`config.mk`:
```
export PLATFORM = sky130hd
export DESIGN_NAME = tile_mem_router
export DESIGN_NICKNAME = d
export VERILOG_FILES = /design/src/hdl/tile_mem_pkg.sv /design/src/hdl/mem_msg_if.sv /design/src/hdl/cfg_slice.sv /design/src/hdl/clint_slice.sv /design/src/hdl/mem_cmd_decode.sv /design/src/hdl/mem_resp_arb.sv /design/src/hdl/tile_mem_router.sv
export VERILOG_INCLUDE_DIRS = /design/src /design/src/hdl
export SDC_FILE = /design/constraint.sdc
export NUM_CORES = 1
export LEC_CHECK = 0
export ABC_AREA = 1
export BUFFER_PORTS_ARGS = -buffer_cell sky130_fd_sc_hd__buf_2
export CELL_PAD_IN_SITES_DETAIL_PLACEMENT = 1
export CELL_PAD_IN_SITES_GLOBAL_PLACEMENT = 2
export CORE_MARGIN = 3
export CORE_UTILIZATION = 31
export DETAILED_ROUTE_END_ITERATION = 8
export PLACE_DENSITY = 0.8
export SYNTH_ARGS = -nofsm -noshare
export SYNTH_HDL_FRONTEND = slang
export SYNTH_SLANG_ARGS = --single-unit
export TNS_END_PERCENT = 30
```
`constraint.sdc`:
```
create_clock -name clk_i -period 4.8 [get_ports clk_i]
set_input_delay 0.48 -clock clk_i [delete_from_list [all_inputs] [get_ports clk_i]]
set_output_delay 0.48 -clock clk_i [all_outputs]
set_load 0.05 [all_outputs]
```
`src/hdl/tile_mem_defines.svh`:
```
/*
 * Tile local memory map constants
 * Widths, the cacheable boundary, device numbers and register offsets
 */

`ifndef TILE_MEM_DEFINES_SVH
`define TILE_MEM_DEFINES_SVH

`define TILE_ADDR_W 32
`define TILE_DATA_W 64

// Lowest cacheable address
`define LOCAL_LIMIT 32'h8000_0000

`define DEV_W        4
`define CLINT_DEV_ID 4'd1
`define CFG_DEV_ID   4'd2

`define CFG_FREEZE_OFS     20'h0
`define CFG_BOOT_PC_OFS    20'h8
`define CLINT_MSIP_OFS     20'h0
`define CLINT_MTIMECMP_OFS 20'h4000
`define CLINT_MTIME_OFS    20'hBFF8

`define BOOT_PC_RESET 32'h8000_0000

`endif

```
`src/hdl/tile_mem_pkg.sv`:
```
/*
 * Tile memory message types
 * Opcode, the two views of a physical address and the message itself
 */

`include "tile_mem_defines.svh"

package tile_mem_pkg;

  typedef enum logic
  {
    e_mem_rd = 1'b0,
    e_mem_wr = 1'b1
  } mem_opcode_e;

  // Local view of an address below the cacheable boundary
  typedef struct packed
  {
    logic              region;
    logic [6:0]        rsvd;
    logic [`DEV_W-1:0] dev;
    logic [19:0]       ofs;
  } tile_local_addr_s;

  typedef union packed
  {
    logic [`TILE_ADDR_W-1:0] raw;
    tile_local_addr_s        loc;
  } tile_addr_u;

  typedef struct packed
  {
    mem_opcode_e             opcode;
    tile_addr_u              addr;
    logic [`TILE_DATA_W-1:0] data;
  } mem_msg_s;

endpackage

```
`src/hdl/mem_msg_if.sv`:
```
/*
 * Memory message link to one target
 * Command side is valid/ready, response side is valid/yumi
 */

interface mem_msg_if
  import tile_mem_pkg::*;
  ();

  mem_msg_s cmd;
  logic     cmd_v;
  logic     cmd_ready;

  mem_msg_s resp;
  logic     resp_v;
  logic     resp_yumi;

  modport cmd_src (output cmd, output cmd_v, input cmd_ready);

  modport dev (input cmd, input cmd_v, output cmd_ready,
               output resp, output resp_v, input resp_yumi);

  modport resp_sink (input resp, input resp_v, output resp_yumi);

endinterface

```
`src/hdl/cfg_slice.sv`:
```
/*
 * Configuration register slice
 * Holds the core freeze bit and the boot PC, one response in flight
 */

`include "tile_mem_defines.svh"

module cfg_slice
  import tile_mem_pkg::*;
  (
    input  logic                    clk_i
    , input  logic                  rst_n_i
    , mem_msg_if.dev                bus
    , output logic                  freeze_o
    , output logic [`TILE_ADDR_W-1:0] boot_pc_o
  );

  logic                    freeze_r;
  logic [`TILE_ADDR_W-1:0] boot_pc_r;
  logic                    resp_v_r;
  mem_msg_s                resp_r;
  logic                    accept;
  logic                    is_wr;
  logic [`TILE_DATA_W-1:0] rd_data;

  assign bus.cmd_ready = ~resp_v_r;
  assign accept        = bus.cmd_v & bus.cmd_ready;
  assign is_wr         = (bus.cmd.opcode == e_mem_wr);

  always_comb
  begin
    case (bus.cmd.addr.loc.ofs)
      `CFG_FREEZE_OFS:  rd_data = {{(`TILE_DATA_W-1){1'b0}}, freeze_r};
      `CFG_BOOT_PC_OFS: rd_data = {{(`TILE_DATA_W-`TILE_ADDR_W){1'b0}}, boot_pc_r};
      default:          rd_data = '0;
    endcase
  end

  always_ff @(posedge clk_i)
  begin
    if (!rst_n_i)
    begin
      freeze_r  <= 1'b1;
      boot_pc_r <= `BOOT_PC_RESET;
    end
    else if (accept && is_wr)
    begin
      if (bus.cmd.addr.loc.ofs == `CFG_FREEZE_OFS)
        freeze_r <= bus.cmd.data[0];
      if (bus.cmd.addr.loc.ofs == `CFG_BOOT_PC_OFS)
        boot_pc_r <= bus.cmd.data[`TILE_ADDR_W-1:0];
    end
  end

  // One-entry response buffer
  always_ff @(posedge clk_i)
  begin
    if (!rst_n_i)
      resp_v_r <= 1'b0;
    else if (accept)
      resp_v_r <= 1'b1;
    else if (bus.resp_yumi)
      resp_v_r <= 1'b0;
  end

  always_ff @(posedge clk_i)
  begin
    if (accept)
      resp_r <= '{opcode: bus.cmd.opcode, addr: bus.cmd.addr,
                  data: is_wr ? '0 : rd_data};
  end

  assign bus.resp_v = resp_v_r;
  assign bus.resp   = resp_r;
  assign freeze_o   = freeze_r;
  assign boot_pc_o  = boot_pc_r;

endmodule

```
`src/hdl/clint_slice.sv`:
```
/*
 * Core-local interruptor slice
 * Machine timer, timer compare and software interrupt pending bit,
 * one response in flight
 */

`include "tile_mem_defines.svh"

module clint_slice
  import tile_mem_pkg::*;
  (
    input  logic    clk_i
    , input  logic  rst_n_i
    , mem_msg_if.dev bus
    , input  logic  rtc_tick_i
    , output logic  timer_irq_o
    , output logic  software_irq_o
  );

  logic [`TILE_DATA_W-1:0] mtime_r;
  logic [`TILE_DATA_W-1:0] mtimecmp_r;
  logic                    msip_r;
  logic                    timer_irq_r;
  logic                    resp_v_r;
  mem_msg_s                resp_r;
  logic                    accept;
  logic                    is_wr;
  logic                    wr_msip;
  logic                    wr_mtimecmp;
  logic                    wr_mtime;
  logic [`TILE_DATA_W-1:0] rd_data;

  assign bus.cmd_ready = ~resp_v_r;
  assign accept        = bus.cmd_v & bus.cmd_ready;
  assign is_wr         = (bus.cmd.opcode == e_mem_wr);

  assign wr_msip     = accept & is_wr & (bus.cmd.addr.loc.ofs == `CLINT_MSIP_OFS);
  assign wr_mtimecmp = accept & is_wr & (bus.cmd.addr.loc.ofs == `CLINT_MTIMECMP_OFS);
  assign wr_mtime    = accept & is_wr & (bus.cmd.addr.loc.ofs == `CLINT_MTIME_OFS);

  // Reads see the registers before this cycle's update
  always_comb
  begin
    case (bus.cmd.addr.loc.ofs)
      `CLINT_MSIP_OFS:     rd_data = {{(`TILE_DATA_W-1){1'b0}}, msip_r};
      `CLINT_MTIMECMP_OFS: rd_data = mtimecmp_r;
      `CLINT_MTIME_OFS:    rd_data = mtime_r;
      default:             rd_data = '0;
    endcase
  end

  always_ff @(posedge clk_i)
  begin
    if (!rst_n_i)
    begin
      mtime_r     <= '0;
      mtimecmp_r  <= '1;
      msip_r      <= 1'b0;
      timer_irq_r <= 1'b0;
    end
    else
    begin
      // a write beats the tick
      if (wr_mtime)
        mtime_r <= bus.cmd.data;
      else if (rtc_tick_i)
        mtime_r <= mtime_r + 1'b1;
      if (wr_mtimecmp)
        mtimecmp_r <= bus.cmd.data;
      if (wr_msip)
        msip_r <= bus.cmd.data[0];
      timer_irq_r <= (mtime_r >= mtimecmp_r);
    end
  end

  always_ff @(posedge clk_i)
  begin
    if (!rst_n_i)
      resp_v_r <= 1'b0;
    else if (accept)
      resp_v_r <= 1'b1;
    else if (bus.resp_yumi)
      resp_v_r <= 1'b0;
  end

  always_ff @(posedge clk_i)
  begin
    if (accept)
      resp_r <= '{opcode: bus.cmd.opcode, addr: bus.cmd.addr,
                  data: is_wr ? '0 : rd_data};
  end

  assign bus.resp_v     = resp_v_r;
  assign bus.resp       = resp_r;
  assign timer_irq_o    = timer_irq_r;
  assign software_irq_o = msip_r;

endmodule

```
`src/hdl/mem_cmd_decode.sv`:
```
/*
 * Local memory map decoder
 * Sends each command to the cache path, the config slice or the CLINT,
 * and drops unmapped local commands
 */

`include "tile_mem_defines.svh"

module mem_cmd_decode
  import tile_mem_pkg::*;
  (
    input  logic           cmd_v_i
    , input  mem_msg_s     cmd_i
    , output logic         cmd_ready_o

    , mem_msg_if.cmd_src   cache
    , mem_msg_if.cmd_src   cfg
    , mem_msg_if.cmd_src   clint
  );

  logic              local_cmd;
  logic [`DEV_W-1:0] dev_id;

  assign local_cmd = (cmd_i.addr.raw < `LOCAL_LIMIT);
  assign dev_id    = cmd_i.addr.loc.dev;

  // Upstream only sees ready when every target can take the command
  assign cmd_ready_o = cache.cmd_ready & cfg.cmd_ready & clint.cmd_ready;

  assign cache.cmd = cmd_i;
  assign cfg.cmd   = cmd_i;
  assign clint.cmd = cmd_i;

  // Each valid waits on the other two targets, so a target never
  // takes a command that upstream does not see accepted
  assign cache.cmd_v = cmd_v_i & ~local_cmd
                       & cfg.cmd_ready & clint.cmd_ready;
  assign cfg.cmd_v   = cmd_v_i & local_cmd & (dev_id == `CFG_DEV_ID)
                       & cache.cmd_ready & clint.cmd_ready;
  assign clint.cmd_v = cmd_v_i & local_cmd & (dev_id == `CLINT_DEV_ID)
                       & cache.cmd_ready & cfg.cmd_ready;

endmodule

```
`src/hdl/mem_resp_arb.sv`:
```
/*
 * Response merge
 * Fixed priority: cache path, then config slice, then CLINT
 */

module mem_resp_arb
  import tile_mem_pkg::*;
  (
    mem_msg_if.resp_sink cache
    , mem_msg_if.resp_sink cfg
    , mem_msg_if.resp_sink clint

    , output logic     resp_v_o
    , output mem_msg_s resp_o
    , input  logic     resp_yumi_i
  );

  logic cache_gnt;
  logic cfg_gnt;
  logic clint_gnt;

  assign cache_gnt = cache.resp_v;
  assign cfg_gnt   = cfg.resp_v & ~cache.resp_v;
  assign clint_gnt = clint.resp_v & ~cfg.resp_v & ~cache.resp_v;

  assign resp_v_o = cache.resp_v | cfg.resp_v | clint.resp_v;

  always_comb
  begin
    if (cache_gnt)
      resp_o = cache.resp;
    else if (cfg_gnt)
      resp_o = cfg.resp;
    else
      resp_o = clint.resp;
  end

  // Only the granted source sees the acknowledge
  assign cache.resp_yumi = resp_yumi_i & cache_gnt;
  assign cfg.resp_yumi   = resp_yumi_i & cfg_gnt;
  assign clint.resp_yumi = resp_yumi_i & clint_gnt;

endmodule

```
`src/hdl/tile_mem_router.sv`:
```
/*
 * Tile local memory-map router
 * Steers coherence engine memory commands to the L2 cache path,
 * the config slice or the CLINT, and merges their responses
 */

`include "tile_mem_defines.svh"

module tile_mem_router
  import tile_mem_pkg::*;
  (
    input  logic                      clk_i
    , input  logic                    rst_n_i

    , input  logic                    mem_cmd_v_i
    , input  mem_opcode_e             mem_cmd_opcode_i
    , input  logic [`TILE_ADDR_W-1:0] mem_cmd_addr_i
    , input  logic [`TILE_DATA_W-1:0] mem_cmd_data_i
    , output logic                    mem_cmd_ready_o

    , output logic                    mem_resp_v_o
    , output mem_opcode_e             mem_resp_opcode_o
    , output logic [`TILE_ADDR_W-1:0] mem_resp_addr_o
    , output logic [`TILE_DATA_W-1:0] mem_resp_data_o
    , input  logic                    mem_resp_yumi_i

    // L2 cache path
    , output logic                    cache_cmd_v_o
    , output mem_opcode_e             cache_cmd_opcode_o
    , output logic [`TILE_ADDR_W-1:0] cache_cmd_addr_o
    , output logic [`TILE_DATA_W-1:0] cache_cmd_data_o
    , input  logic                    cache_cmd_ready_i
    , input  logic                    cache_resp_v_i
    , input  mem_opcode_e             cache_resp_opcode_i
    , input  logic [`TILE_ADDR_W-1:0] cache_resp_addr_i
    , input  logic [`TILE_DATA_W-1:0] cache_resp_data_i
    , output logic                    cache_resp_yumi_o

    , output logic                    freeze_o
    , output logic [`TILE_ADDR_W-1:0] boot_pc_o
    , input  logic                    rtc_tick_i
    , output logic                    timer_irq_o
    , output logic                    software_irq_o
  );

  mem_msg_s mem_cmd_li;
  mem_msg_s mem_resp_lo;

  mem_msg_if cache_if ();
  mem_msg_if cfg_if ();
  mem_msg_if clint_if ();

  assign mem_cmd_li = '{opcode: mem_cmd_opcode_i, addr: mem_cmd_addr_i,
                        data: mem_cmd_data_i};

  mem_cmd_decode decode
    (.cmd_v_i(mem_cmd_v_i)
     ,.cmd_i(mem_cmd_li)
     ,.cmd_ready_o(mem_cmd_ready_o)
     ,.cache(cache_if.cmd_src)
     ,.cfg(cfg_if.cmd_src)
     ,.clint(clint_if.cmd_src)
     );

  cfg_slice cfg
    (.clk_i(clk_i)
     ,.rst_n_i(rst_n_i)
     ,.bus(cfg_if.dev)
     ,.freeze_o(freeze_o)
     ,.boot_pc_o(boot_pc_o)
     );

  clint_slice clint
    (.clk_i(clk_i)
     ,.rst_n_i(rst_n_i)
     ,.bus(clint_if.dev)
     ,.rtc_tick_i(rtc_tick_i)
     ,.timer_irq_o(timer_irq_o)
     ,.software_irq_o(software_irq_o)
     );

  // Device side of the cache link is the external L2 path
  assign cache_cmd_v_o      = cache_if.cmd_v;
  assign cache_cmd_opcode_o = cache_if.cmd.opcode;
  assign cache_cmd_addr_o   = cache_if.cmd.addr.raw;
  assign cache_cmd_data_o   = cache_if.cmd.data;
  assign cache_if.cmd_ready = cache_cmd_ready_i;
  assign cache_if.resp_v    = cache_resp_v_i;
  assign cache_if.resp      = '{opcode: cache_resp_opcode_i, addr: cache_resp_addr_i,
                                data: cache_resp_data_i};
  assign cache_resp_yumi_o  = cache_if.resp_yumi;

  mem_resp_arb resp_arb
    (.cache(cache_if.resp_sink)
     ,.cfg(cfg_if.resp_sink)
     ,.clint(clint_if.resp_sink)
     ,.resp_v_o(mem_resp_v_o)
     ,.resp_o(mem_resp_lo)
     ,.resp_yumi_i(mem_resp_yumi_i)
     );

  assign mem_resp_opcode_o = mem_resp_lo.opcode;
  assign mem_resp_addr_o   = mem_resp_lo.addr.raw;
  assign mem_resp_data_o   = mem_resp_lo.data;

endmodule

```
Yosys cells after proc, flatten, opt, wreduce, memory -nomap -nowiden:

Cells that the tools add are included.

* register bits after elaboration: 359
* input bits: 201
* output and inout bits: 233

* add/sub/neg operators: 1
* $lt $le $gt $ge: 2
* eq/ne operators: 5
* muxes and demuxes: 10
* bitwise operators: 30
* reductions and logical operators: 7

Operators with widths (number)
* 2-to-1 mux 97 bit: 2
* case mux 64 bit (3 select lines): 1
* 2-to-1 mux 64 bit: 2
* adder 64 x 1 -> 64 bit (second input constant): 1
* greater-or-equal comparator 64 bit: 1
* case mux 32 bit (2 select lines): 1
* less-than comparator 32 bit (second input constant): 1
* AND 1 bit: 24
* == test 20 x 15 -> 1 bit (second input constant): 1
* == test 20 x 16 -> 1 bit (second input constant): 1
* == test 20 x 4 -> 1 bit (second input constant): 1
* zero test 20 bit: 1
* nonzero test 2 bit: 3
* == test 4 x 1 -> 1 bit (second input constant): 1
* == test 4 x 2 -> 1 bit (second input constant): 1
* 2-to-1 mux 1 bit: 4
* NOT 1 bit: 4
* AND reduction 2 bit: 2
* OR 1 bit: 2
* logical AND 1 bit: 1

Logic depth before layout (Yosys ltp):

* depth after elaboration: 9
* mapped depth: 15

Cells and area by module:

A second synthesis with hierarchy kept.

* cells, all modules: 2757
* area total of the unflattened synthesis: 20923.8 um^2

Modules (own cells, without submodules)
* clint_slice: times used 1, cells each 1628, area an instance 12594.6 um^2
* cfg_slice: times used 1, cells each 380, area an instance 4095.2 um^2
* mem_cmd_decode: times used 1, cells each 310, area an instance 2259.7 um^2
* mem_resp_arb: times used 1, cells each 439, area an instance 1974.4 um^2

Worst setup path before layout:

Ideal clock, no wire load.

* path type: input port to flip-flop
* start point: in cache_cmd_ready_i
* end point: reg cfg.boot_pc_r[10], in the netlist cfg.boot_pc_o[10]
* library setup time: 0.135 ns
* arrival: 4.583 ns
* required time: 4.665 ns
* path slack: 0.082 ns
* stages: 10
* path buffers: 1
* cell sequence: nand2_1 > nor2_2 > nand3_1 > nor3_2 > nand2_1 > inv_1 > nand2_2 > clkbuf_1 > nor2_1 > a211oi_1

* longest elaborated chain between the ends: 5

RTL lines
* start, declared: line tile_mem_router.sv:32 `, input logic cache_cmd_ready_i`
* AND 1 bit (2 in series): line mem_cmd_decode.sv:38 `` assign cfg.cmd_v = cmd_v_i & local_cmd & (dev_id == `CFG_DEV_ID) ``
* AND 1 bit: line cfg_slice.sv:27 `assign accept = bus.cmd_v & bus.cmd_ready;`
* via cfg.accept: line cfg_slice.sv:22 `logic accept;`
* logical AND 1 bit: line cfg_slice.sv:46 `else if (accept && is_wr)`
* AND reduction 2 bit (no line)
* end signal, assigned: line cfg_slice.sv:44 `` boot_pc_r <= `BOOT_PC_RESET; ``
* end signal, assigned: line cfg_slice.sv:51 `` boot_pc_r <= bus.cmd.data[`TILE_ADDR_W-1:0]; ``
* end, declared: line cfg_slice.sv:19 `` logic [`TILE_ADDR_W-1:0] boot_pc_r; ``

The timed path passes the listed nets, and every way through them passes these cells.
A chain may end at the register's enable or synchronous reset.

Worst setup path after layout:

* start point: reg cfg.resp_v_r, in the netlist cfg.bus.resp_v
* end point: out mem_resp_data_o[6]

* longest elaborated chain between the ends: 3

RTL lines
* start, declared: line cfg_slice.sv:20 `logic resp_v_r;`
* start signal, assigned: line cfg_slice.sv:59 `resp_v_r <= 1'b0;`
* start signal, assigned: line cfg_slice.sv:61 `resp_v_r <= 1'b1;`
* start signal, assigned: line cfg_slice.sv:63 `resp_v_r <= 1'b0;`
* AND 1 bit: line mem_resp_arb.sv:23 `assign cfg_gnt = cfg.resp_v & ~cache.resp_v;`
* 2-to-1 mux 97 bit: line mem_resp_arb.sv:32 `else if (cfg_gnt)`
* 2-to-1 mux 97 bit: line mem_resp_arb.sv:30 `if (cache_gnt)`
* end, declared: line tile_mem_router.sv:24 `` , output logic [`TILE_DATA_W-1:0] mem_resp_data_o ``

No other way between the ends.

==> out/metrics.cfg <==
[run_status]
status = completed

[power_and_ir_drop]
power_leakage_nw = 9.46
vdd.ir_drop.worst_v = 0.000207
power_density_mw_per_mm2 = 310

[clock_tree]
post-cts-setup-buffers = 0
hold_buffers = 0
cts_made_buffers = 40
cts.sinks = 327
cts_root_buffer = clkbuf_16
cts_resized = 0
clk-insertion-delay-late_ns = 0.58
h-tree-depth = 2
clk_path_buf_depth = 3
clk_transition_reported_paths_ns = 0.07
cts_tree = built

[finish]
drive_gt1_share_pct = 19.5
fin_cells = 3533
synthToLayoutAreaGrowth_pct = 18.5
seq_area_mm2 = 0.00817
nFillCells = 7383
fin_util_pct = 37.2
fin_nets = 2993
multi_input_comb_area_mm2 = 0.00809

[placed_design]
io_buffers = 433
post-place-ws_ns = 1.29
dpl.hpwl_mm = 61.4
place_congestion = 0.923
placedCellCount = 3458

[route]
drc = 0
postRouteWirelength_mm = 79.1
vias = 18000
drtIter0Drc = 1071
vias_per_cell = 5.11
dr.pass1.iters = 5
ant_nets = 0
drt-wirelength-per-cell_um = 22.4

[global_route]
overflow = 0
grt_start_max_net_pins = 77
grt_pass1_vias = 18300
antenna_found_initial = 3
grt_pass1_wl_mm = 118
track_usage_pct = 24.5

[critical_path]
crit_fanout = 33
crit_required_ns = 4.32
reg2reg_to = clint.mtimecmp_r[51]
reg2reg_from = cfg.bus.resp_v
ff2ff_path_depth = 10
slowest_delay_ns = 0.67
startpoint = cfg.bus.resp_v
crit_end = mem_resp_data_o[6]
cpMaxStageDelayCell = nor2_4
criticalPathCategory = flip-flop to output pin
reg2reg_slack_ns = 1.78
cp-start-kind = flip-flop
arrival_ns = 2.67
end_kind = output pin
crit_chain = inv_2, nor2_4, buf_4, nand2_1, nand3_1, buf_2

[synth]
ys_warn_count = 0
synth_top_area_share_pct = 26.1
syn-num-nets = 2708
synthArstFlopShare_pct = 0
avgSynthCellArea_um2 = 7.62
synth_seq_area_share_pct = 43.9
ys.flop_type = dfxtp_1
synth_area_mm2 = 0.0186
synth_most_common_cell = nand2_1
ys_top_cells_by_count = 648 x nand2_1, 300 x inv_1, 260 x nor2_1, 165 x dfxtp_1, 162 x edfxtp_1
synth_top_area_cell = edfxtp_1
yosys-top-cells-area = edfxtp_1 26%, dfxtp_1 18%, nand2_1 13%, inv_1 6.1%, nor2_1 5.2%
ys_ff_latch = 327
yosysUniqueCellTypes = 44
synth-edff-count = 162
netlist_instances = 2442

[sta]
fin_crit_sh_pct = 65.6
rsz0062_at_grt = no
finalHoldViolCount = 0
slew_viol_final = 0
fin_ws_ns = 1.65
slew_headroom_pct = 18.3
fmax_mhz = 318
fin_crit_ns = 3.15
fin_skew_ns = 0.0200
setup_viol = 0
setup_tns_ns = 0
tightest_slew_ns = 1.22

[flow_run]
drv_cap = 0

[floorplanning]
num_rows = 89
chipHeight_um = 251
pin_count = 434
die_w_um = 251
die_area_mm2 = 0.0630
core_mm2 = 0.0592
initial_core_util_pct = 31.4

[hold_path]
min_path_type = input port to flip-flop

-- critical path: cells and delay by family (launching register included) --
family / cells / cell delay (ns)
simple gates: 3 / 0.90
buf+inv: 3 / 0.73
flops: 1 / 0.42
-- cell type report --
cell class	instances	area share, %
Inverter	307	5.24
Multi-Input combinational cell	1600	36.7
Clock inverter	22	0.999
Antenna cell	1	0.0114
Clock buffer	52	5.02
Tap cell	773	4.39
Sequential cell	327	37.1
Timing Repair Buffer	451	10.6
-- cells by family after synthesis --
kind of cell             after synthesis  share of synthesized area [%]
AO/OA/AOI/OAI                        342                           11.7
XOR/XNOR                              22                           1.04
adder cells (fa/ha/maj)               65                           4.37
buffers and inverters                515                           12.8
flip-flops                           327                           43.9
AND/OR/NAND/NOR                     1171                           26.2
-- report_power, final --
group	internal (mW)	switching, mW
registers	2.92	0.00459
clock network	1.80	1.30
logic	0.174	0.633
total	4.89	1.94
-- registers in the layout, summed over array words and instances, names as in the netlist --
name	count
clint.bus.resp_v	1
cfg.boot_pc_o	32
cfg.bus.resp_v	1
clint.mtimecmp_r	64
cfg.freeze_o	1
clint.software_irq_o	1
cfg.bus.resp	65
clint.timer_irq_o	1
clint.bus.resp	97
clint.mtime_r	64
-- how the worst min path moves through the flow --
stage / from / endpoint / slack (ns) / depth (start not counted)
after global routing: mem_cmd_addr_i[27] / clint.bus.resp[91] / 0.09 / 1
after CTS: mem_cmd_addr_i[24] / cfg.bus.resp[88] / 0.07 / 1
after floorplan: clint.mtimecmp_r[16] / clint.mtimecmp_r[16] / 0.45 / 2
final: mem_cmd_addr_i[24] / clint.bus.resp[88] / 0.11 / 1
after detailed placement: clint.mtimecmp_r[18] / clint.mtimecmp_r[18] / 0.47 / 2
after global placement: clint.mtimecmp_r[32] / clint.mtimecmp_r[32] / 0.46 / 2
-- metrics by stage --
stage / power [mW] / area [um2] / hold slack, ns
6_report: 6.83 / 22000 / 0.112
5_1_grt: 7.05 / 22000 / 0.0944
4_1_cts: 6.90 / 22000 / 0.0744
3_5_place_dp: 3.80 / 20700 / 0.468
3_3_place_gp: 3.79 / 20700 / 0.458
2_1_floorplan: 3.54 / 18600 / 0.446
-- metal layers --
metal	wire (um)	vias up	global-route usage, %	part of all wire [%]
li1	-	8551	-	-
met1	35800	8880	33.4	45
met2	37300	524	41.3	47
met3	4390	88	3.33	5.5
met4	1620	0	5.77	2.1
met5	0	-	0	0
-- layout by cell type, fill, tap and decap left out, types with 7 or more instances in the layout --
cell and count:
a31oi_1 7, a22o_1 32, nor3_1 61, dfxtp_1 165
o22ai_1 54, clkbuf_16 41, nor2_1 258, nand2_1 648
buf_2 432, inv_1 299, nand4_1 46, nand3_1 128
o21ai_0 53, buf_4 17, clkbuf_1 7, xor2_1 21
a21oi_1 89, a211oi_1 31, clkinv_2 10, o211ai_1 71
ha_1 65, edfxtp_1 162
(Power assumes the default switching activity.)
